### src/include/fma16_settings.svh
// fma16 build parameters sizing the alignment vector and its guard bits
`ifndef FMA16_SETTINGS_SVH
`define FMA16_SETTINGS_SVH

// msb index of the aligned sum vector
// product lsb sits at END_BITS, product point 20 bits above it,
// the rest is headroom for a z larger than the product
`define FMA16_VEC_SIZE 48

// guard bits kept below the product lsb
// wide enough that a cancelling z never runs past bit 0
`define FMA16_END_BITS 12

`endif

### src/hw/fma16_pkg.sv
// fma16 datapath types shared by the pipeline blocks and the testbench
`include "fma16_settings.svh"

package fma16_pkg;

    // operand and result word, sign | exponent | fraction
    typedef logic [15:0] half_t;

    typedef logic [4:0] exp_t;           // biased operand exponent
    typedef logic [9:0] man_t;           // stored fraction, hidden one dropped

    // unbiased product exponent, (xe-15)+(ye-15) spans -30..30
    typedef logic signed [5:0] pexp_t;

    // exact 11x11 significand product, point between bits 20 and 19
    typedef logic [21:0] prod_t;

    // aligned vector for z, product and their sum
    typedef logic [`FMA16_VEC_SIZE:0] sum_t;

    typedef logic signed [6:0] acnt_t;   // pe minus unbiased ze
    typedef logic signed [7:0] shift_t;  // leading one distance from the point

endpackage

### src/hw/fma16_unpack.sv
// fma16 operand unpack with zero flush and the exact significand product
module fma16_unpack (
    input  fma16_pkg::half_t x,
    input  fma16_pkg::half_t y,
    input  fma16_pkg::half_t z,
    output logic             xs, ys, zs,
    output fma16_pkg::exp_t  xe, ye, ze,
    output fma16_pkg::man_t  zm,
    output fma16_pkg::pexp_t pe,
    output fma16_pkg::prod_t mid_pm,
    output logic             x_zero, y_zero, z_zero
);
    import fma16_pkg::*;

    man_t xm, ym;   // multiplicand fractions, only needed for the product

    // field split
    assign {xs, xe, xm} = x;
    assign {ys, ye, ym} = y;
    assign {zs, ze, zm} = z;   // z fraction goes straight on to alignment

    // exponent field 0 covers true zero and subnormals
    // subnormals are flushed, so the fraction is ignored here
    assign x_zero = (xe == '0);
    assign y_zero = (ye == '0);
    assign z_zero = (ze == '0);

    // unbiased product exponent (xe-15)+(ye-15)
    // 6 bit wraparound gives the two's complement value directly
    assign pe = pexp_t'({1'b0, xe} + {1'b0, ye} - 6'd30);

    // hidden ones restored, 1.x * 1.y lands in [1,4)
    // two integer bits on top, 20 fraction bits below
    assign mid_pm = prod_t'({1'b1, xm}) * prod_t'({1'b1, ym});

endmodule

### src/hw/fma16_sum.sv
// fma16 magnitude adder, add on equal signs, larger minus smaller otherwise
`include "fma16_settings.svh"

module fma16_sum #(
    parameter int VEC_SIZE = `FMA16_VEC_SIZE
) (
    input  fma16_pkg::sum_t pm,                 // aligned product
    input  fma16_pkg::sum_t am,                 // aligned z
    input  logic            product_greater,
    input  logic            diff_sign,          // effective subtraction
    output fma16_pkg::sum_t sm
);
    import fma16_pkg::*;

    sum_t                larger, smaller;       // operands ordered by size
    logic [VEC_SIZE+1:0] add_full;              // sum with carry bit

    assign larger  = product_greater ? pm : am;
    assign smaller = product_greater ? am : pm;

    assign add_full = {1'b0, pm} + {1'b0, am};

    // result is always a magnitude, the sign is picked upstream
    assign sm = diff_sign ? (larger - smaller) : add_full[VEC_SIZE:0];

    // z tops out at the msb with its lsb above the product msb,
    // so an add never spills past the vector
    always_comb begin
        assert #0 (diff_sign || !add_full[VEC_SIZE+1])
            else $error("fma16_sum carry out of the aligned vector");
    end

endmodule

### src/hw/fma16_mshifter.sv
// fma16 leading-one detector giving the signed normalizing shift
`include "fma16_settings.svh"

module fma16_mshifter #(
    parameter int VEC_SIZE = `FMA16_VEC_SIZE,
    parameter int END_BITS = `FMA16_END_BITS
) (
    input  fma16_pkg::sum_t   sm,
    output fma16_pkg::shift_t m_shift
);
    import fma16_pkg::*;

    localparam int POINT = END_BITS + 20;   // bit weighted 2^0 in the vector

    shift_t lead;                           // index of the highest set bit

    // priority search, walking upward so the top one wins
    always_comb begin
        lead = '0;
        for (int i = 0; i <= VEC_SIZE; i++) begin
            if (sm[i]) begin
                lead = shift_t'(i);
            end
        end
    end

    // > 0  sum grew above the point, shift right
    // < 0  cancellation, shift left
    // zero sum reports no shift
    assign m_shift = (sm == '0) ? '0 : lead - shift_t'(POINT);

    // alignment keeps every live bit inside the vector
    always_comb begin
        assert #0 ((m_shift >= -shift_t'(POINT)) &&
                   (m_shift <= shift_t'(VEC_SIZE - POINT)))
            else $error("fma16_mshifter shift outside the vector");
    end

endmodule

### src/hw/fma16_align_and_sum.sv
// fma16 z alignment against the product, sign pick, magnitude sum and shift detect
`include "fma16_settings.svh"

module fma16_align_and_sum #(
    parameter int VEC_SIZE = `FMA16_VEC_SIZE,
    parameter int END_BITS = `FMA16_END_BITS
) (
    input  logic              ps, zs,            // product and z signs
    input  fma16_pkg::pexp_t  pe,                // unbiased product exponent
    input  fma16_pkg::exp_t   ze,                // biased z exponent
    input  fma16_pkg::man_t   zm,
    input  fma16_pkg::prod_t  mid_pm,
    input  logic              x_zero, y_zero, z_zero,
    output fma16_pkg::sum_t   sm,                // magnitude of the sum
    output fma16_pkg::shift_t m_shift,
    output logic              ms, product_greater, z_visible
);
    import fma16_pkg::*;

    localparam int POINT   = END_BITS + 20;     // vector bit weighted 2^pe
    localparam int MAX_LSH = VEC_SIZE - POINT;  // headroom above the point

    logic                  prod_zero;
    acnt_t                 acnt, neg_acnt;      // pe - (ze-15) and its negation
    logic [6:0]            rsh, lsh;            // z shift amounts
    sum_t                  z_base;              // z, hidden one on the point
    logic [2*VEC_SIZE+1:0] z_wide;              // right shift with lost bits kept
    logic                  sticky;              // anything fell off the bottom
    sum_t                  am, pm;              // aligned z and product

    assign prod_zero = x_zero | y_zero;

    //////////////////////////////////////////////////////////////////////
    // alignment
    //////////////////////////////////////////////////////////////////////

    assign acnt     = acnt_t'({pe[5], pe} - ({2'b00, ze} - 7'd15));
    assign neg_acnt = -acnt;

    // zero product leaves z unshifted, the point then carries ze
    assign rsh = (prod_zero || acnt[6]) ? 7'd0 : acnt;

    // z far above the product pins at the msb
    // the product then lies wholly below the z lsb, only its presence counts
    always_comb begin
        if (prod_zero || !acnt[6])
            lsh = 7'd0;
        else if (neg_acnt > acnt_t'(MAX_LSH))
            lsh = 7'(MAX_LSH);
        else
            lsh = neg_acnt;
    end

    assign z_base = z_zero ? '0 : sum_t'({1'b1, zm}) << (POINT - 10);
    assign z_wide = {z_base, {(VEC_SIZE + 1){1'b0}}} >> rsh;
    assign sticky = |z_wide[VEC_SIZE:0];        // folded into bit 0

    assign am = (lsh != '0) ? (z_base << lsh)
                            : (z_wide[2*VEC_SIZE+1:VEC_SIZE+1] | sum_t'(sticky));
    assign pm = prod_zero ? '0 : sum_t'(mid_pm) << END_BITS;

    //////////////////////////////////////////////////////////////////////
    // sign and flags
    //////////////////////////////////////////////////////////////////////

    assign product_greater = (pm >= am);        // ties go to the product
    // 0 + 0 keeps the and of the signs, otherwise the larger magnitude wins
    assign ms = (prod_zero && z_zero) ? (ps & zs) : (product_greater ? ps : zs);
    assign z_visible = |am[VEC_SIZE:END_BITS];  // z reaches product precision

    fma16_sum #(
        .VEC_SIZE(VEC_SIZE)
    ) u_sum (
        .pm, .am,
        .product_greater,
        .diff_sign(ps ^ zs),
        .sm
    );

    fma16_mshifter #(
        .VEC_SIZE(VEC_SIZE),
        .END_BITS(END_BITS)
    ) u_mshifter (
        .sm,
        .m_shift
    );

    // a zero product must leave z untouched all the way through the adder
    always_comb begin
        assert #0 (!prod_zero || ((pm == '0) && (sm == am)))
            else $error("fma16_align_and_sum zero product disturbed the z path");
    end

endmodule

### src/hw/fma16_normalize.sv
// fma16 normalize, truncate and pack with overflow and underflow detection
`include "fma16_settings.svh"

module fma16_normalize #(
    parameter int VEC_SIZE = `FMA16_VEC_SIZE,
    parameter int END_BITS = `FMA16_END_BITS
) (
    input  fma16_pkg::sum_t   sm,
    input  fma16_pkg::shift_t m_shift,
    input  logic              ms,
    input  fma16_pkg::pexp_t  pe,
    input  fma16_pkg::exp_t   ze,
    input  logic              x_zero, y_zero, z_zero,
    output fma16_pkg::half_t  result,
    output logic              overflow, underflow
);
    import fma16_pkg::*;

    localparam int POINT   = END_BITS + 20;
    localparam int MAX_LSH = VEC_SIZE - POINT;  // same clamp as alignment

    logic              prod_zero, sum_zero;
    logic signed [9:0] zeu, z_floor, pe_w;      // widened exponents
    logic signed [9:0] ref_exp, res_be;         // point weight, biased result
    logic [7:0]        lsh;                     // lead one up to the msb
    sum_t              norm;
    man_t              frac;

    assign prod_zero = x_zero | y_zero;
    assign sum_zero  = (sm == '0);

    //////////////////////////////////////////////////////////////////////
    // exponent
    //////////////////////////////////////////////////////////////////////

    assign zeu     = $signed({5'b00000, ze}) - 10'sd15;
    assign z_floor = zeu - 10'(MAX_LSH);        // point weight when z is pinned
    assign pe_w    = {{4{pe[5]}}, pe};

    // larger of product and clamped z, z alone when the product is zero
    assign ref_exp = prod_zero ? zeu : ((pe_w > z_floor) ? pe_w : z_floor);
    assign res_be  = ref_exp + $signed({{2{m_shift[7]}}, m_shift}) + 10'sd15;

    // fraction, everything below the top 10 bits is dropped
    assign lsh  = 8'(MAX_LSH) - m_shift;
    assign norm = sm << lsh;
    assign frac = norm[VEC_SIZE-1 -: 10];

    //////////////////////////////////////////////////////////////////////
    // pack
    //////////////////////////////////////////////////////////////////////

    always_comb begin
        overflow  = 1'b0;
        underflow = 1'b0;
        if (sum_zero) begin
            result = {(prod_zero && z_zero) ? ms : 1'b0, 15'b0};  // cancel gives +0
        end else if (res_be > 10'sd30) begin
            result   = {ms, 5'd30, 10'h3ff};    // saturate to largest finite
            overflow = 1'b1;
        end else if (res_be < 10'sd1) begin
            result    = {ms, 15'b0};            // below normal range, flush
            underflow = 1'b1;
        end else begin
            result = {ms, res_be[4:0], frac};
        end
    end

endmodule

### src/hw/fma16_top.sv
// fma16 two-stage pipelined half-precision fused multiply-add, round toward zero
`include "fma16_settings.svh"

module fma16_top (
    input  logic             clk,
    input  logic             arst_n,
    input  logic             in_valid,
    input  fma16_pkg::half_t x, y, z,
    output fma16_pkg::half_t result,
    output logic             result_valid, overflow, underflow
);
    import fma16_pkg::*;

    logic   xs, ys, zs, ms, product_greater, z_visible;   // stage one comb
    exp_t   ze;
    man_t   zm;
    pexp_t  pe;
    prod_t  mid_pm;
    logic   x_zero, y_zero, z_zero;
    sum_t   sm;
    shift_t m_shift;

    logic   s1_valid, s1_ms, s1_x_zero, s1_y_zero, s1_z_zero;   // stage one regs
    sum_t   s1_sm;
    shift_t s1_m_shift;
    pexp_t  s1_pe;
    exp_t   s1_ze;

    half_t  n_result;                                       // stage two comb
    logic   n_overflow, n_underflow;

    //////////////////////////////////////////////////////////////////////
    // stage one, unpack and align
    //////////////////////////////////////////////////////////////////////

    fma16_unpack u_unpack (
        .x, .y, .z,
        .xs, .ys, .zs,
        .xe(), .ye(), .ze,          // x and y exponents only feed pe
        .zm, .pe, .mid_pm,
        .x_zero, .y_zero, .z_zero
    );

    fma16_align_and_sum #(
        .VEC_SIZE(`FMA16_VEC_SIZE),
        .END_BITS(`FMA16_END_BITS)
    ) u_align_and_sum (
        .ps(xs ^ ys), .zs, .pe, .ze, .zm, .mid_pm,
        .x_zero, .y_zero, .z_zero,
        .sm, .m_shift, .ms, .product_greater, .z_visible
    );

    always_ff @(posedge clk) begin
        if (in_valid) begin
            s1_sm      <= sm;
            s1_ms      <= ms;
            s1_m_shift <= m_shift;
            s1_pe      <= pe;
            s1_ze      <= ze;
            s1_x_zero  <= x_zero;
            s1_y_zero  <= y_zero;
            s1_z_zero  <= z_zero;
        end
    end

    //////////////////////////////////////////////////////////////////////
    // stage two, normalize and pack
    //////////////////////////////////////////////////////////////////////

    fma16_normalize #(
        .VEC_SIZE(`FMA16_VEC_SIZE),
        .END_BITS(`FMA16_END_BITS)
    ) u_normalize (
        .sm(s1_sm), .m_shift(s1_m_shift), .ms(s1_ms),
        .pe(s1_pe), .ze(s1_ze),
        .x_zero(s1_x_zero), .y_zero(s1_y_zero), .z_zero(s1_z_zero),
        .result(n_result), .overflow(n_overflow), .underflow(n_underflow)
    );

    // valid line and output register, no stall anywhere
    always_ff @(posedge clk or negedge arst_n) begin
        if (!arst_n) begin
            s1_valid     <= 1'b0;
            result_valid <= 1'b0;
            result       <= '0;
            overflow     <= 1'b0;
            underflow    <= 1'b0;
        end else begin
            s1_valid     <= in_valid;
            result_valid <= s1_valid;
            if (s1_valid) begin
                result    <= n_result;
                overflow  <= n_overflow;
                underflow <= n_underflow;
            end
        end
    end

    // fixed two-stage latency
    a_valid_latency: assert property (@(posedge clk) disable iff (!arst_n)
        result_valid == $past(in_valid, 2));

    // a z living only in the guard bits never outweighs the product
    a_hidden_z: assert property (@(posedge clk) disable iff (!arst_n)
        in_valid && !z_visible |-> product_greater);

endmodule

### config.mk
export PLATFORM = sky130hd
export DESIGN_NAME = fma16_top
export DESIGN_NICKNAME = d
export VERILOG_FILES = /design/src/hw/fma16_pkg.sv /design/src/hw/fma16_unpack.sv /design/src/hw/fma16_sum.sv /design/src/hw/fma16_mshifter.sv /design/src/hw/fma16_align_and_sum.sv /design/src/hw/fma16_normalize.sv /design/src/hw/fma16_top.sv
export VERILOG_INCLUDE_DIRS = /design/src /design/src/include
export SDC_FILE = /design/constraint.sdc
export NUM_CORES = 1
export LEC_CHECK = 0
export BUFFER_PORTS_ARGS = -buffer_cell sky130_fd_sc_hd__buf_2
export CAP_MARGIN = 20
export CORE_ASPECT_RATIO = 2
export CORE_MARGIN = 10
export CORE_UTILIZATION = 38
export DETAILED_ROUTE_END_ITERATION = 16
export GPL_TIMING_DRIVEN = 0
export PLACE_DENSITY = 0.57
export SLEW_MARGIN = 20
export SYNTH_ARGS = -nofsm -noshare
export SYNTH_HDL_FRONTEND = slang
export SYNTH_SLANG_ARGS = --single-unit
### constraint.sdc
create_clock -name clk -period 8 [get_ports clk]
set_input_delay 1.2 -clock clk [delete_from_list [all_inputs] [get_ports clk]]
set_output_delay 1.2 -clock clk [all_outputs]
set_load 0.05 [all_outputs]
After elaboration in Yosys (flattened, before gate mapping)
Index checks and enable logic that the tools add are counted.
{"block": "op_classes", "addsub": 13, "mul": 1, "order_cmp": 5, "shifts": 3, "n_mux": 70, "bitwise_logic": 6, "n_reduce_logical": 12}
{"operator": "2-to-1 mux 8 bit", "count": 47}
{"operator": "2-to-1 mux 49 bit", "count": 4}
{"operator": "zero test 49 bit", "count": 2}
{"operator": "right shift 98 x 7 -> 98 bit", "count": 1}
{"operator": "adder 49 bit", "count": 1}
{"operator": "greater-or-equal comparator 49 bit", "count": 1}
{"operator": "OR 49 x 1 -> 49 bit", "count": 1}
{"operator": "OR reduction 49 bit", "count": 1}
{"operator": "<< shifter 49 x 7 -> 49 bit", "count": 1}
{"operator": "<< shifter 49 x 8 -> 48 bit", "count": 1}
{"operator": "subtractor 49 bit", "count": 1}
{"operator": "2-to-1 mux 34 bit", "count": 1}
{"operator": "2-to-1 mux 33 bit", "count": 1}
{"operator": "2-to-1 mux 15 bit", "count": 2}
{"operator": "multiplier 11 x 11 -> 22 bit", "count": 1}
{"operator": "2-to-1 mux 7 bit", "count": 3}
{"operator": "2-to-1 mux 10 bit", "count": 2}
{"operator": "2-to-1 mux 16 bit", "count": 1}
{"operator": "zero test 5 bit", "count": 3}
{"operator": "subtractor 5 x 4 -> 6 bit, second input constant", "count": 2}
{"operator": "adder 10 x 5 -> 10 bit, second input constant", "count": 1}
{"operator": "adder 10 x 8 -> 10 bit", "count": 1}
{"operator": "greater-than comparator 10 x 6 -> 1 bit, second input constant", "count": 1}
{"operator": "greater-than comparator 6 x 10 -> 1 bit", "count": 1}
{"operator": "17 further kinds", "count": 29}
{"block": "word_totals", "regBits": 92, "output_inout_bits": 19, "word_cells": 123}

Depth between registers and ports, before layout
Gate-level depths: netlist of the first run.
{"block": "logic_depth", "depth_word": 62, "ltp_mapped": 51}

Hierarchy
A second synthesis of the first run with hierarchy kept.
{"block": "hier_totals", "hier_cells": 2845, "hier_area_um2": 22356.4}
{"mod": "fma16_sum", "n_inst": 1, "cells_per_inst": 1011, "area_each_um2": 6362.4}
{"mod": "fma16_unpack", "n_inst": 1, "cells_per_inst": 548, "area_each_um2": 4569.4}
{"mod": "fma16_align_and_sum", "n_inst": 1, "cells_per_inst": 665, "area_each_um2": 4345.4}
{"mod": "fma16_normalize", "n_inst": 1, "cells_per_inst": 402, "area_each_um2": 3523.4}
{"mod": "fma16_top", "n_inst": 1, "cells_per_inst": 113, "area_each_um2": 2942.8}
{"mod": "fma16_mshifter", "n_inst": 1, "cells_per_inst": 106, "area_each_um2": 613.1}

Worst setup path before layout of the first run
No wires, ideal clock.
{"block": "synth_path", "kind": "in2reg", "startpoint": "in y[4]", "endpoint": "reg s1_m_shift[1], data pin", "setup_time_ns": 0.274, "arrival_ns": 11.081, "required_time_ns": 7.726, "setup_slack_ns": -3.354, "path_stages": 41, "n_path_buf": 4, "path_cell_list": "clkbuf_1 > nand2_1 > fa_1 > inv_1 > fa_1 > inv_1 > fa_1 > inv_1 > fa_1 > fa_1 > ha_1 > a2111o_1 > a41oi_1 > o21ai_0 > a31o_2 > a21oi_1 > o21ai_0 > xnor2_1 > (+5 left out) > or4_1 > or4_1 > o31a_1 > nor2b_1 > buf_2 > nand3_2 > and3_1 > or4_4 > a311oi_2 > nand2_2 > buf_6 > o21ai_0 > xnor2_1 > inv_1 > nor4_2 > nand4_2 > o41ai_4 > a31oi_1"}
{"block": "synth_via", "elab_cells_between_ends": 58}
{"item": "start, declared", "line": "fma16_top.sv:8", "rtl": "input fma16_pkg::half_t x, y, z,"}
{"item": "multiplier 11 x 11 -> 22 bit (*)", "line": "fma16_unpack.sv:34", "rtl": "assign mid_pm = prod_t'({1'b1, xm}) * prod_t'({1'b1, ym});"}
{"item": "2-to-1 mux 34 bit (*)", "line": "fma16_align_and_sum.sv:60", "rtl": "assign pm = prod_zero ? '0 : sum_t'(mid_pm) << END_BITS;"}
{"item": "greater-or-equal comparator 49 bit", "line": "fma16_align_and_sum.sv:66", "rtl": "assign product_greater = (pm >= am);"}
{"item": "2-to-1 mux 49 bit, on equally long branches", "line": "fma16_sum.sv:18, fma16_sum.sv:19"}
{"item": "subtractor 49 bit", "line": "fma16_sum.sv:24", "rtl": "assign sm = diff_sign ? (larger - smaller) : add_full[VEC_SIZE:0];"}
{"item": "2-to-1 mux 49 bit (*)", "line": "fma16_sum.sv:24"}
{"item": "via sm[36]", "line": "fma16_top.sv:20", "rtl": "sum_t sm;"}
{"item": "2-to-1 mux 8 bit (13 in series)", "line": "fma16_mshifter.sv:21", "rtl": "if (sm[i]) begin"}
{"item": "subtractor 8 x 6 -> 8 bit", "line": "fma16_mshifter.sv:30", "rtl": "assign m_shift = (sm == '0) ? '0 : lead - shift_t'(POINT);"}
{"item": "end signal, assigned", "line": "fma16_top.sv:57", "rtl": "s1_m_shift <= m_shift;"}
{"item": "end, declared", "line": "fma16_top.sv:25", "rtl": "shift_t s1_m_shift;"}
Mark *: on every way through the listed nets, which the timed path passes. The rest lies on a longest branch.
A chain may end at the register's enable or synchronous reset.

Final worst setup path of the first run
{"block": "layout_path", "startpoint": "in y[11]", "endpoint": "reg s1_m_shift[0], data pin"}
{"block": "layout_via", "elab_chain_len": 62, "elab_cells_between_ends": 76}
{"item": "adder 5 x 5 -> 6 bit (*)", "line": "fma16_unpack.sv:30", "rtl": "assign pe = pexp_t'({1'b0, xe} + {1'b0, ye} - 6'd30);"}
{"item": "subtractor 6 x 5 -> 6 bit (*)", "line": "fma16_unpack.sv:30"}
{"item": "via pe[5]", "line": "fma16_top.sv:17", "rtl": "pexp_t pe;"}
{"item": "subtractor 7 bit (*)", "line": "fma16_align_and_sum.sv:37", "rtl": "assign acnt = acnt_t'({pe[5], pe} - ({2'b00, ze} - 7'd15));"}
{"item": "negator 7 bit or logical OR 1 bit (tied branches)", "line": "fma16_align_and_sum.sv:38, fma16_align_and_sum.sv:41"}
{"item": "greater-than comparator 7 x 6 -> 1 bit or 2-to-1 mux 7 bit (tied branches)", "line": "fma16_align_and_sum.sv:48, fma16_align_and_sum.sv:41"}
{"item": "2-to-1 mux 7 bit or right shift 98 x 7 -> 98 bit (tied branches)", "line": "fma16_align_and_sum.sv:48, fma16_align_and_sum.sv:55"}
{"item": "2-to-1 mux 7 bit or OR reduction 49 bit (tied branches)", "line": "fma16_align_and_sum.sv:46, fma16_align_and_sum.sv:56"}
{"item": "<< shifter 49 x 7 -> 49 bit, or another cell as far along", "line": "fma16_align_and_sum.sv:58", "rtl": "assign am = (lsh != '0) ? (z_base << lsh)"}
{"item": "2-to-1 mux 49 bit (*)", "line": "fma16_align_and_sum.sv:58"}
{"item": "greater-or-equal comparator 49 bit", "line": "fma16_align_and_sum.sv:66"}
{"item": "2-to-1 mux 49 bit, on equally long branches", "line": "fma16_sum.sv:18, fma16_sum.sv:19"}
{"item": "subtractor 49 bit", "line": "fma16_sum.sv:24"}
{"item": "2-to-1 mux 49 bit (*)", "line": "fma16_sum.sv:24"}
{"item": "2-to-1 mux 1 bit", "line": "fma16_mshifter.sv:21"}
{"item": "2-to-1 mux 8 bit (47 in series)", "line": "fma16_mshifter.sv:21"}
{"item": "subtractor 8 x 6 -> 8 bit", "line": "fma16_mshifter.sv:30"}
Marked as above.

==> results of run 1 <==
-- cells in the mapped netlist, drive strengths merged, types with 8 or more instances --
cell type  instances
a211o             11
a211oi            32
a21o              25
a21oi            126
a22oi             16
a311oi             8
a31oi             36
a32oi              9
and2              92
and3              24
and4               8
buf               20
clkbuf           101
dfrtp             20
edfxtp            70
fa                84
ha               152
inv              204
mux2              15
mux2i             59
mux4              24
nand2            249
nand2b            25
nand3             90
nand4             21
nor2             190
nor2b             17
nor3              80
nor3b              8
nor4              29
o211ai            40
o21a              10
o21ai            126
o21bai            15
o221ai            16
o22ai             24
o311ai            10
o31ai             21
o32ai              9
or2               15
or3               13
or4                9
xnor2             55
xor2              26
-- worst max-delay path: cells and delay by family --
kind                     cells  cell delay, ps
adder cells (fa/ha/maj)      5            1450
XOR/XNOR                     1             180
AND/OR/NAND/NOR             18            4940
buffers and inverters       11            1230
AO/OA/AOI/OAI                9            2200
-- what timing repair did --
item,in CTS,in global routing
pin swaps,89,135
gates resized for setup,287,188
buffers inserted,88,89
gates cloned,7,2
endpoints found under the setup margin,55,55
-- stage by stage --
step                      cells  TNS, ps  instance area [sq um]  hold slack (ps)
after detailed placement   3041  -196640                  19700              402
after CTS                  3145   -95740                  22200              418
final                      3226   -89410                  23600              420
after global placement     3039  -194840                  19700              387
after global routing       3226  -101950                  23600              439
after floorplan            2338   -69790                  18600              373
-- cell type report --
cell class / count / share of cell area [%]
inverters: 204 / 3.26
multi-input cells: 1924 / 70.2
flip-flops and latches: 90 / 11.0
well taps: 632 / 3.35
plain buffers: 108 / 2.76
clock buffers: 9 / 0.954
clock inverters: 7 / 0.276
repair buffers: 252 / 8.21
-- path summary, 6_finish.rpt --
| path | from | to | slack (ps) | depth (start not counted) |
|---|---|---|---|---|
| max | y[11] | s1_m_shift[0]$_SDFFCE_PP0P_ | -3140 | 44 |
| min | s1_valid$_DFF_PN0_ | result_valid$_DFF_PN0_ | 420 | 0 |
| max reg2reg | s1_ze[0]$_DFFE_PP_ | result[6]$_DFFE_PN0P_ | 1330 | 29 |
| min reg2reg | s1_valid$_DFF_PN0_ | result_valid$_DFF_PN0_ | 420 | 0 |
| max in group asynchronous | arst_n | result[3]$_DFFE_PN0P_ | 6880 | 1 |
| min in group asynchronous | arst_n | result[1]$_DFFE_PN0P_ | 790 | 1 |
-- cells in the final DEF (no fill, tap or decap), types with 20 or more instances in the layout --
cell type,netlist,final
nand2_1,246,233
inv_1,201,186
nor2_1,188,169
buf_4,4,167
ha_1,152,130
a21oi_1,125,103
o21ai_0,114,84
and2_1,89,83
nand3_1,89,83
fa_1,84,80
clkbuf_1,101,73
edfxtp_1,70,70
nor3_1,78,58
buf_2,12,56
mux2i_1,58,51
o211ai_1,39,39
xnor2_1,54,33
a31oi_1,36,28
a21o_1,25,25
nor4_1,26,24
mux4_2,24,24
buf_6,2,22
nand2b_1,25,21
o22ai_1,23,20
nand4_1,20,20
dfrtp_1,20,20
-- sequential cells by signal, summed over array words and instances, names as in the netlist --
register,count
underflow,1
s1_x_zero,1
s1_ze,5
result,16
s1_ms,1
s1_y_zero,1
s1_valid,1
s1_m_shift,6
s1_sm,49
s1_z_zero,1
s1_pe,6
result_valid,1
overflow,1
-- routing by layer --
layer	up-vias	routed length (um)	GRT usage, %
li1	9033	-	-
met1	9753	25200	23.2
met5	-	0	0
met3	371	3070	2.84
met4	0	9170	26.0
met2	861	46000	55.3
-- logic make-up (layout without fill, tap and decap cells) --
logic type      count (synthesis)  in the layout
compound gates                624            624
xor+xnor                       81             81
fa+ha+maj                     236            236
buf+inv                       325            580
flops                          90             90
mux                            98             98
simple gates                  884            885
==> results.ini, run 1 <==
[outcome]
violations=negative setup slack
status=finished, violations left

[synthesis]
synth_fa_ha_area_share_pct=19.6
synth_xor_area_share_pct=4.01
synth.top_cell.area_share_pct=11.5
synth-compound-area-share_pct=23.8
synth_flop_cell=edfxtp_1
async_flop_share_pct=22.2
synthCells=2338
synth_area_leaders=edfxtp_1 (12%), ha_1 (10%), fa_1 (9.2%)
muxShareOfSynthArea_pct=7.17
synthDistinctLibCells=121
synthesis.area_sq_mm=0.0182
synth_top_family_by_area=simple AND/OR/NAND/NOR gates
ys_warn_count=0
synth_seq_cells=90
synth_edf_count=70
yosys.area.top_type=edfxtp_1
syn_nets=2625
yosysSeqAreaShare_pct=14.3
synth_area_per_cell_sq_um=7.80
yosys.area_share.simple_pct=24.1

[grt]
grt_pass1_vias=20700
grt_pass1_wl_mm=123
antenna_found_initial=0
grt_max_degree=64
grt_overflow=0
grt.total_usage_pct=27.9

[place]
place_congestion=1.03
dp_hpwl_mm=66.4
io_buffer_count=69
pre_cts_ws_ps=-5380

[detailed_routing]
drc_errors=0
dr.first_iter.drc_count=1385
vias=20000
viasPerCell=6.21
wirelength_mm=83.4
routedWlPerCell_um=25.8
antenna_left=0
drt_first_pass_iters=6

[critical_path]
critPathSlowestCell=or4b_4
cp.required_ps=8100
worstPathArrival_ps=11240
crit_path_end_kind=flip-flop
path_class=in2reg
cp_slowest_stage_delay_ps=520
crit_top_cell=inv_1
crit_fanout=10
worst_setup_path_start_kind=input port

[clock_network]
cts_tree=done
cts_htree_levels=3
cts.sinks=90
clk_latency_ps=360
cts.reportedPaths.clkPinSlew_ps=70
cts_buffer_depth=2
cts_buffers=9
root_buffer=clkbuf_16
cts_hold_buf=0

[sta]
clock_skew_ps=10.1
rsz0062_at_grt=true
fmax_mhz=89.8
finalCriticalPeriod_ps=11140
setup_viol=55
finalHoldViolCount=0
layout_setup_ws_ps=-3140
slew_headroom_pct=32.3
tightest_slew_ps=1010
slew_viol_final=0
period_share_pct=139

[floorplanning]
die_area_sq_mm=0.0577
die_x_um=175
die_h_um=330
pin_count=70
core-area_sq_mm=0.0475
start_util_pct=38.4
rows=113

[layout]
nFillCells=4685
syn2layout_area_growth_pct=29.4
layout-drive-gt1-share_pct=26.6
regArea_sq_mm=0.00260
n_antenna_cell=0
fin_nets=2876
multi_input_area_sq_mm=0.0166
final_core_util_pct=49.7

[flow_run]
cap_violations=0

[worst_hold_path]
hold_class=reg2reg

Power of run 1 is left out: the tool's default activity adds up to more than one toggle a clock period on the data nets, which glitch-free logic cannot reach.
==> run 2, diff against run 1 <==
--- a/config.mk
+++ b/config.mk
@@ -13,7 +13,6 @@
 export CORE_UTILIZATION = 38
 export DETAILED_ROUTE_END_ITERATION = 16
 export GPL_TIMING_DRIVEN = 0
-export PLACE_DENSITY = 0.57
 export SLEW_MARGIN = 20
 export SYNTH_ARGS = -nofsm -noshare
 export SYNTH_HDL_FRONTEND = slang
==> run 2 against run 1 <==
Effect of this change: the flow still finishes with violations (negative setup slack); via count down 0.55%; clock skew shrank 2.4 ps; core utilization shrank 0.57 points; final cell count fell by 0.71%; register-to-register slack improved by 130 ps; critical endpoint unchanged; count of clock-buffer cells in the layout stayed put; worst setup slack lost 160 ps.
==> results.ini, run 2 (synthesis gave the netlist of run 1 again) <==
[sta]
slew_viol_final=0
finalHoldViolCount=0
setup_viol=55
slew_headroom_pct=24.3
tightest_slew_ps=1120
layout_setup_ws_ps=-3300
fin_setup_tns_ps=-92280
finalCriticalPeriod_ps=11300
period_share_pct=141
fmax_mhz=88.5
clock_skew_ps=7.62
rsz0062_at_grt=true

[place]
dp_hpwl_mm=64.9
io_buffer_count=69
place_congestion=1.02
placed_area_sq_mm=0.0197

[critical_path]
critPathSlowestCell=or4_4
cp_slowest_stage_delay_ps=560
cp.required_ps=8080
crit_top_cell=inv_1
path_class=in2reg
worst_setup_path_start_kind=input port
worstPathArrival_ps=11380
crit_path_end_kind=flip-flop
crit_fanout=9

[layout]
largest_reg_flops=49
regArea_sq_mm=0.00260
top_register=s1_sm
fin_nets=2853
final_common_cell=nand2_1
final_area_sq_mm=0.0233
syn2layout_area_growth_pct=28.0
reg.largest.list=s1_sm x49, result x16
layout-drive-gt1-share_pct=25.4
nFillCells=4626
multi_input_area_sq_mm=0.0164
n_antenna_cell=0
layout_common_cells=nand2_1 (235), inv_1 (181), nor2_1 (169), ha_1 (135), buf_4 (131)

[clock_network]
root_buffer=clkbuf_16
clk_latency_ps=360
cts_buffers=9
cts.reportedPaths.clkPinSlew_ps=70
cts_tree=done
cts_htree_levels=3
cts.sinks=90
cts_buffer_depth=2

[floorplanning]
core-area_sq_mm=0.0475
pin_count=70
die_x_um=175
die_h_um=330
start_util_pct=38.4
die_area_sq_mm=0.0577
rows=113

[grt]
grt_overflow=0
grt_pass1_wl_mm=120
grt.total_usage_pct=27.1
grt_max_degree=64
antenna_found_initial=1
grt_pass1_vias=20500

[outcome]
violations=negative setup slack
status=finished, violations left

[detailed_routing]
antenna_left=0
vias=19900
drt_first_pass_iters=7
wirelength_mm=81.2
routedWlPerCell_um=25.3
drc_errors=0
viasPerCell=6.22
dr.first_iter.drc_count=1292

[flow_run]
cap_violations=0

[worst_hold_path]
hold_class=reg2reg

run 2: worst max-delay path, delay by kind of cell:
family / cells / cell delay, ps
AOI/OAI and AO/OA: 22 / 4650
and+or+nand+nor: 11 / 2700
adders and majority gates: 5 / 1420
buffers and inverters: 11 / 1210
xor gates and xnor gates: 1 / 180
run 2: final timing paths:
check                                                   end  slack (ps)               start  cells past startpoint
worst max-delay path            s1_m_shift[0]$_SDFFCE_PP0P_       -3300               y[11]                     50
max in group asynchronous             result[6]$_DFFE_PN0P_        6890              arst_n                      1
worst min-delay path                 result_valid$_DFF_PN0_         430  s1_valid$_DFF_PN0_                      0
worst min register to register       result_valid$_DFF_PN0_         430  s1_valid$_DFF_PN0_                      0
worst max register to register        result[7]$_DFFE_PN0P_        1460  s1_ze[0]$_DFFE_PP_                     29
min in group asynchronous              overflow$_DFFE_PN0P_         790              arst_n                      1
run 2: area by class of cell:
cell class                      instances  area share (%)
Multi-Input combinational cell       1923            70.4
Tap cell                              632            3.39
Timing Repair Buffer                  230            7.80
Clock buffer                            9           0.965
Clock inverter                          7           0.322
Inverter                              204            3.30
Sequential cell                        90            11.1
Buffer                                108            2.72
run 2: repair_timing:
item                       4_1_cts  5_1_grt
setup endpoints to repair       55       55
cloned                           4        0
gates resized for setup        237      217
pin swaps                       92      131
buffers inserted                78       84
hold buffers                     0        0
run 2: routing by layer:
metal | track usage (%) | part of all wire (%) | vias up
li1 | - | - | 8981
met1 | 22.5 | 30 | 9703
met2 | 53.0 | 55 | 831
met3 | 3.00 | 3.7 | 391
met4 | 26.3 | 11 | 2
met5 | 0 | 0.017 | -
run 2: metrics by stage:
stage / setup slack (ps) / hold slack, ps / instances / util, %
finish: -3300 / 426 / 3203 / 49.1
CTS: -3320 / 427 / 3132 / 45.9
floorplan: -2570 / 373 / 2338 / -
detailed placement: -5600 / 412 / 3040 / 41.5
global route: -3530 / 443 / 3203 / 49.1
global placement: -5590 / 396 / 3039 / 41.4
Power of run 2 is left out for the same reason.
==> run 3, diff against run 2 <==
--- a/config.mk
+++ b/config.mk
@@ -12,8 +12,8 @@
 export CORE_MARGIN = 10
 export CORE_UTILIZATION = 38
 export DETAILED_ROUTE_END_ITERATION = 16
-export GPL_TIMING_DRIVEN = 0
 export SLEW_MARGIN = 20
 export SYNTH_ARGS = -nofsm -noshare
 export SYNTH_HDL_FRONTEND = slang
 export SYNTH_SLANG_ARGS = --single-unit
+export TNS_END_PERCENT = 30
==> constraint.sdc (replaced) <==
create_clock -name clk -period 14.06 [get_ports clk]
set_input_delay 2.109 -clock clk [delete_from_list [all_inputs] [get_ports clk]]
set_output_delay 2.109 -clock clk [all_outputs]
set_load 0.05 [all_outputs]
==> run 3 against run 2 <==
Effect of this change: the run now ends clean; flip-flop and latch count unchanged; worst setup slack improved by 4200 ps; largest cell class unchanged; routed wire length is 12% lower; global-route usage decreased by 2.8 points; non-clock buffer count down 149; critical path type unchanged.
==> results.ini, run 3 (synthesis gave the netlist of run 1 again) <==
[sta]
fin_setup_tns_ps=0
finalHoldViolCount=0
period_share_pct=93.4
fmax_mhz=76.1
holdWs_ps=511
slew_headroom_pct=38.2
clock_skew_ps=10.9
rsz0062_at_grt=false
finalCriticalPeriod_ps=13140
slew_viol_final=0
setup_viol=0
tightest_slew_ps=919

[critical_path]
r2r_setup_slack_ps=7710
worst_setup_path_start_kind=input port
path_class=in2reg
worstPathArrival_ps=13370
cp.required_ps=14300
cp_slowest_stage_delay_ps=540
crit_fanout=13
critPathSlowestCell=fa_1
crit_path_end_kind=flip-flop

[flow_run]
cap_violations=0

[layout]
fin_nets=2704
nFillCells=4983
layout-drive-gt1-share_pct=13.0
reg.largest.list=s1_sm x49, result x16
largest_reg_flops=49
layout_common_cells=nand2_1 (246), inv_1 (201), nor2_1 (187), ha_1 (151), a21oi_1 (125)
syn2layout_area_growth_pct=10.2
n_antenna_cell=0
top_register=s1_sm
final_common_cell=nand2_1

[grt]
grt_max_degree=72
grt_pass1_wl_mm=109
antenna_found_initial=0
grt_overflow=0
grt_pass1_vias=19400
grt.total_usage_pct=24.2

[clock_network]
cts.sinks=90
cts_buffer_depth=2
cts_hold_buf=0
cts_buffers=9
cts.reportedPaths.clkPinSlew_ps=70
cts_resized=0
postCtsSetupBuffers=0
cts_htree_levels=3
clk_latency_ps=360
root_buffer=clkbuf_16
cts_tree=done

[place]
dp_hpwl_mm=59.5
place_congestion=1.10
io_buffer_count=69

[floorplanning]
die_h_um=330
die_x_um=175
rows=113
start_util_pct=38.4
pin_count=70
die_area_sq_mm=0.0577
core-area_sq_mm=0.0475

[outcome]
status=finished clean

[detailed_routing]
viasPerCell=6.20
routedWlPerCell_um=23.4
vias=18900
drt_first_pass_iters=6
drc_errors=0
antenna_left=0
wirelength_mm=71.5
dr.first_iter.drc_count=1286

[worst_hold_path]
hold_class=reg2reg

## run 3: cell types whose count changed in the layout (fill, tap and decap cells not counted), sizes merged
cell / delta
clkinv: +1
clkbuf: -91
inv: -1
clkinvlp: -1
buf: -57
## run 3: final cells by class
class	count	area, sq um	share of cell area, %
inverters	204	766	3.81
repair buffers	189	1250	6.20
clock buffers	10	239	1.19
flip-flops and latches	90	2600	12.9
well taps	632	791	3.93
multi-input cells	1923	14400	71.6
clock inverters	6	65.1	0.324
## run 3: stage by stage
step           instances  setup WS, ps  util [%]  area, sq um
2_1_floorplan       2338          1800         -        18200
3_3_place_gp        3038           715      41.7        19800
3_5_place_dp        3038           585      41.7        19800
4_1_cts             3054           955      42.3        20100
5_1_grt             3054           226      42.3        20100
6_report            3054           924      42.3        20100
## run 3: worst max-delay path, delay by kind of cell
kind                     cells  cell delay, ps
AO/OA/AOI/OAI               14            3690
AND/OR/NAND/NOR             11            3430
adder cells (fa/ha/maj)      7            2760
buffers and inverters        8            1060
XOR/XNOR                     2             330
## run 3: final timing paths
| kind | start | end | depth (start not counted) |
|---|---|---|---|
| worst max-delay path | y[4] | s1_m_shift[4]$_SDFFCE_PP0P_ | 42 |
| worst min-delay path | result[13]$_DFFE_PN0P_ | result[13]$_DFFE_PN0P_ | 2 |
| worst max register to register | s1_ze[0]$_DFFE_PP_ | result[1]$_DFFE_PN0P_ | 26 |
| worst min register to register | result[13]$_DFFE_PN0P_ | result[13]$_DFFE_PN0P_ | 2 |
| max in group asynchronous | arst_n | result[2]$_DFFE_PN0P_ | 1 |
| min in group asynchronous | arst_n | result[7]$_DFFE_PN0P_ | 1 |
## run 3: per-layer routing
layer  track usage, %  share of wire (%)  vias up
met5                0                  0        -
li1                 -                  -     8694
met3             2.31                4.0      313
met1             21.5                 32     9145
met2             46.9                 54      784
met4             22.0                 10        0
Power of run 3 is left out for the same reason.
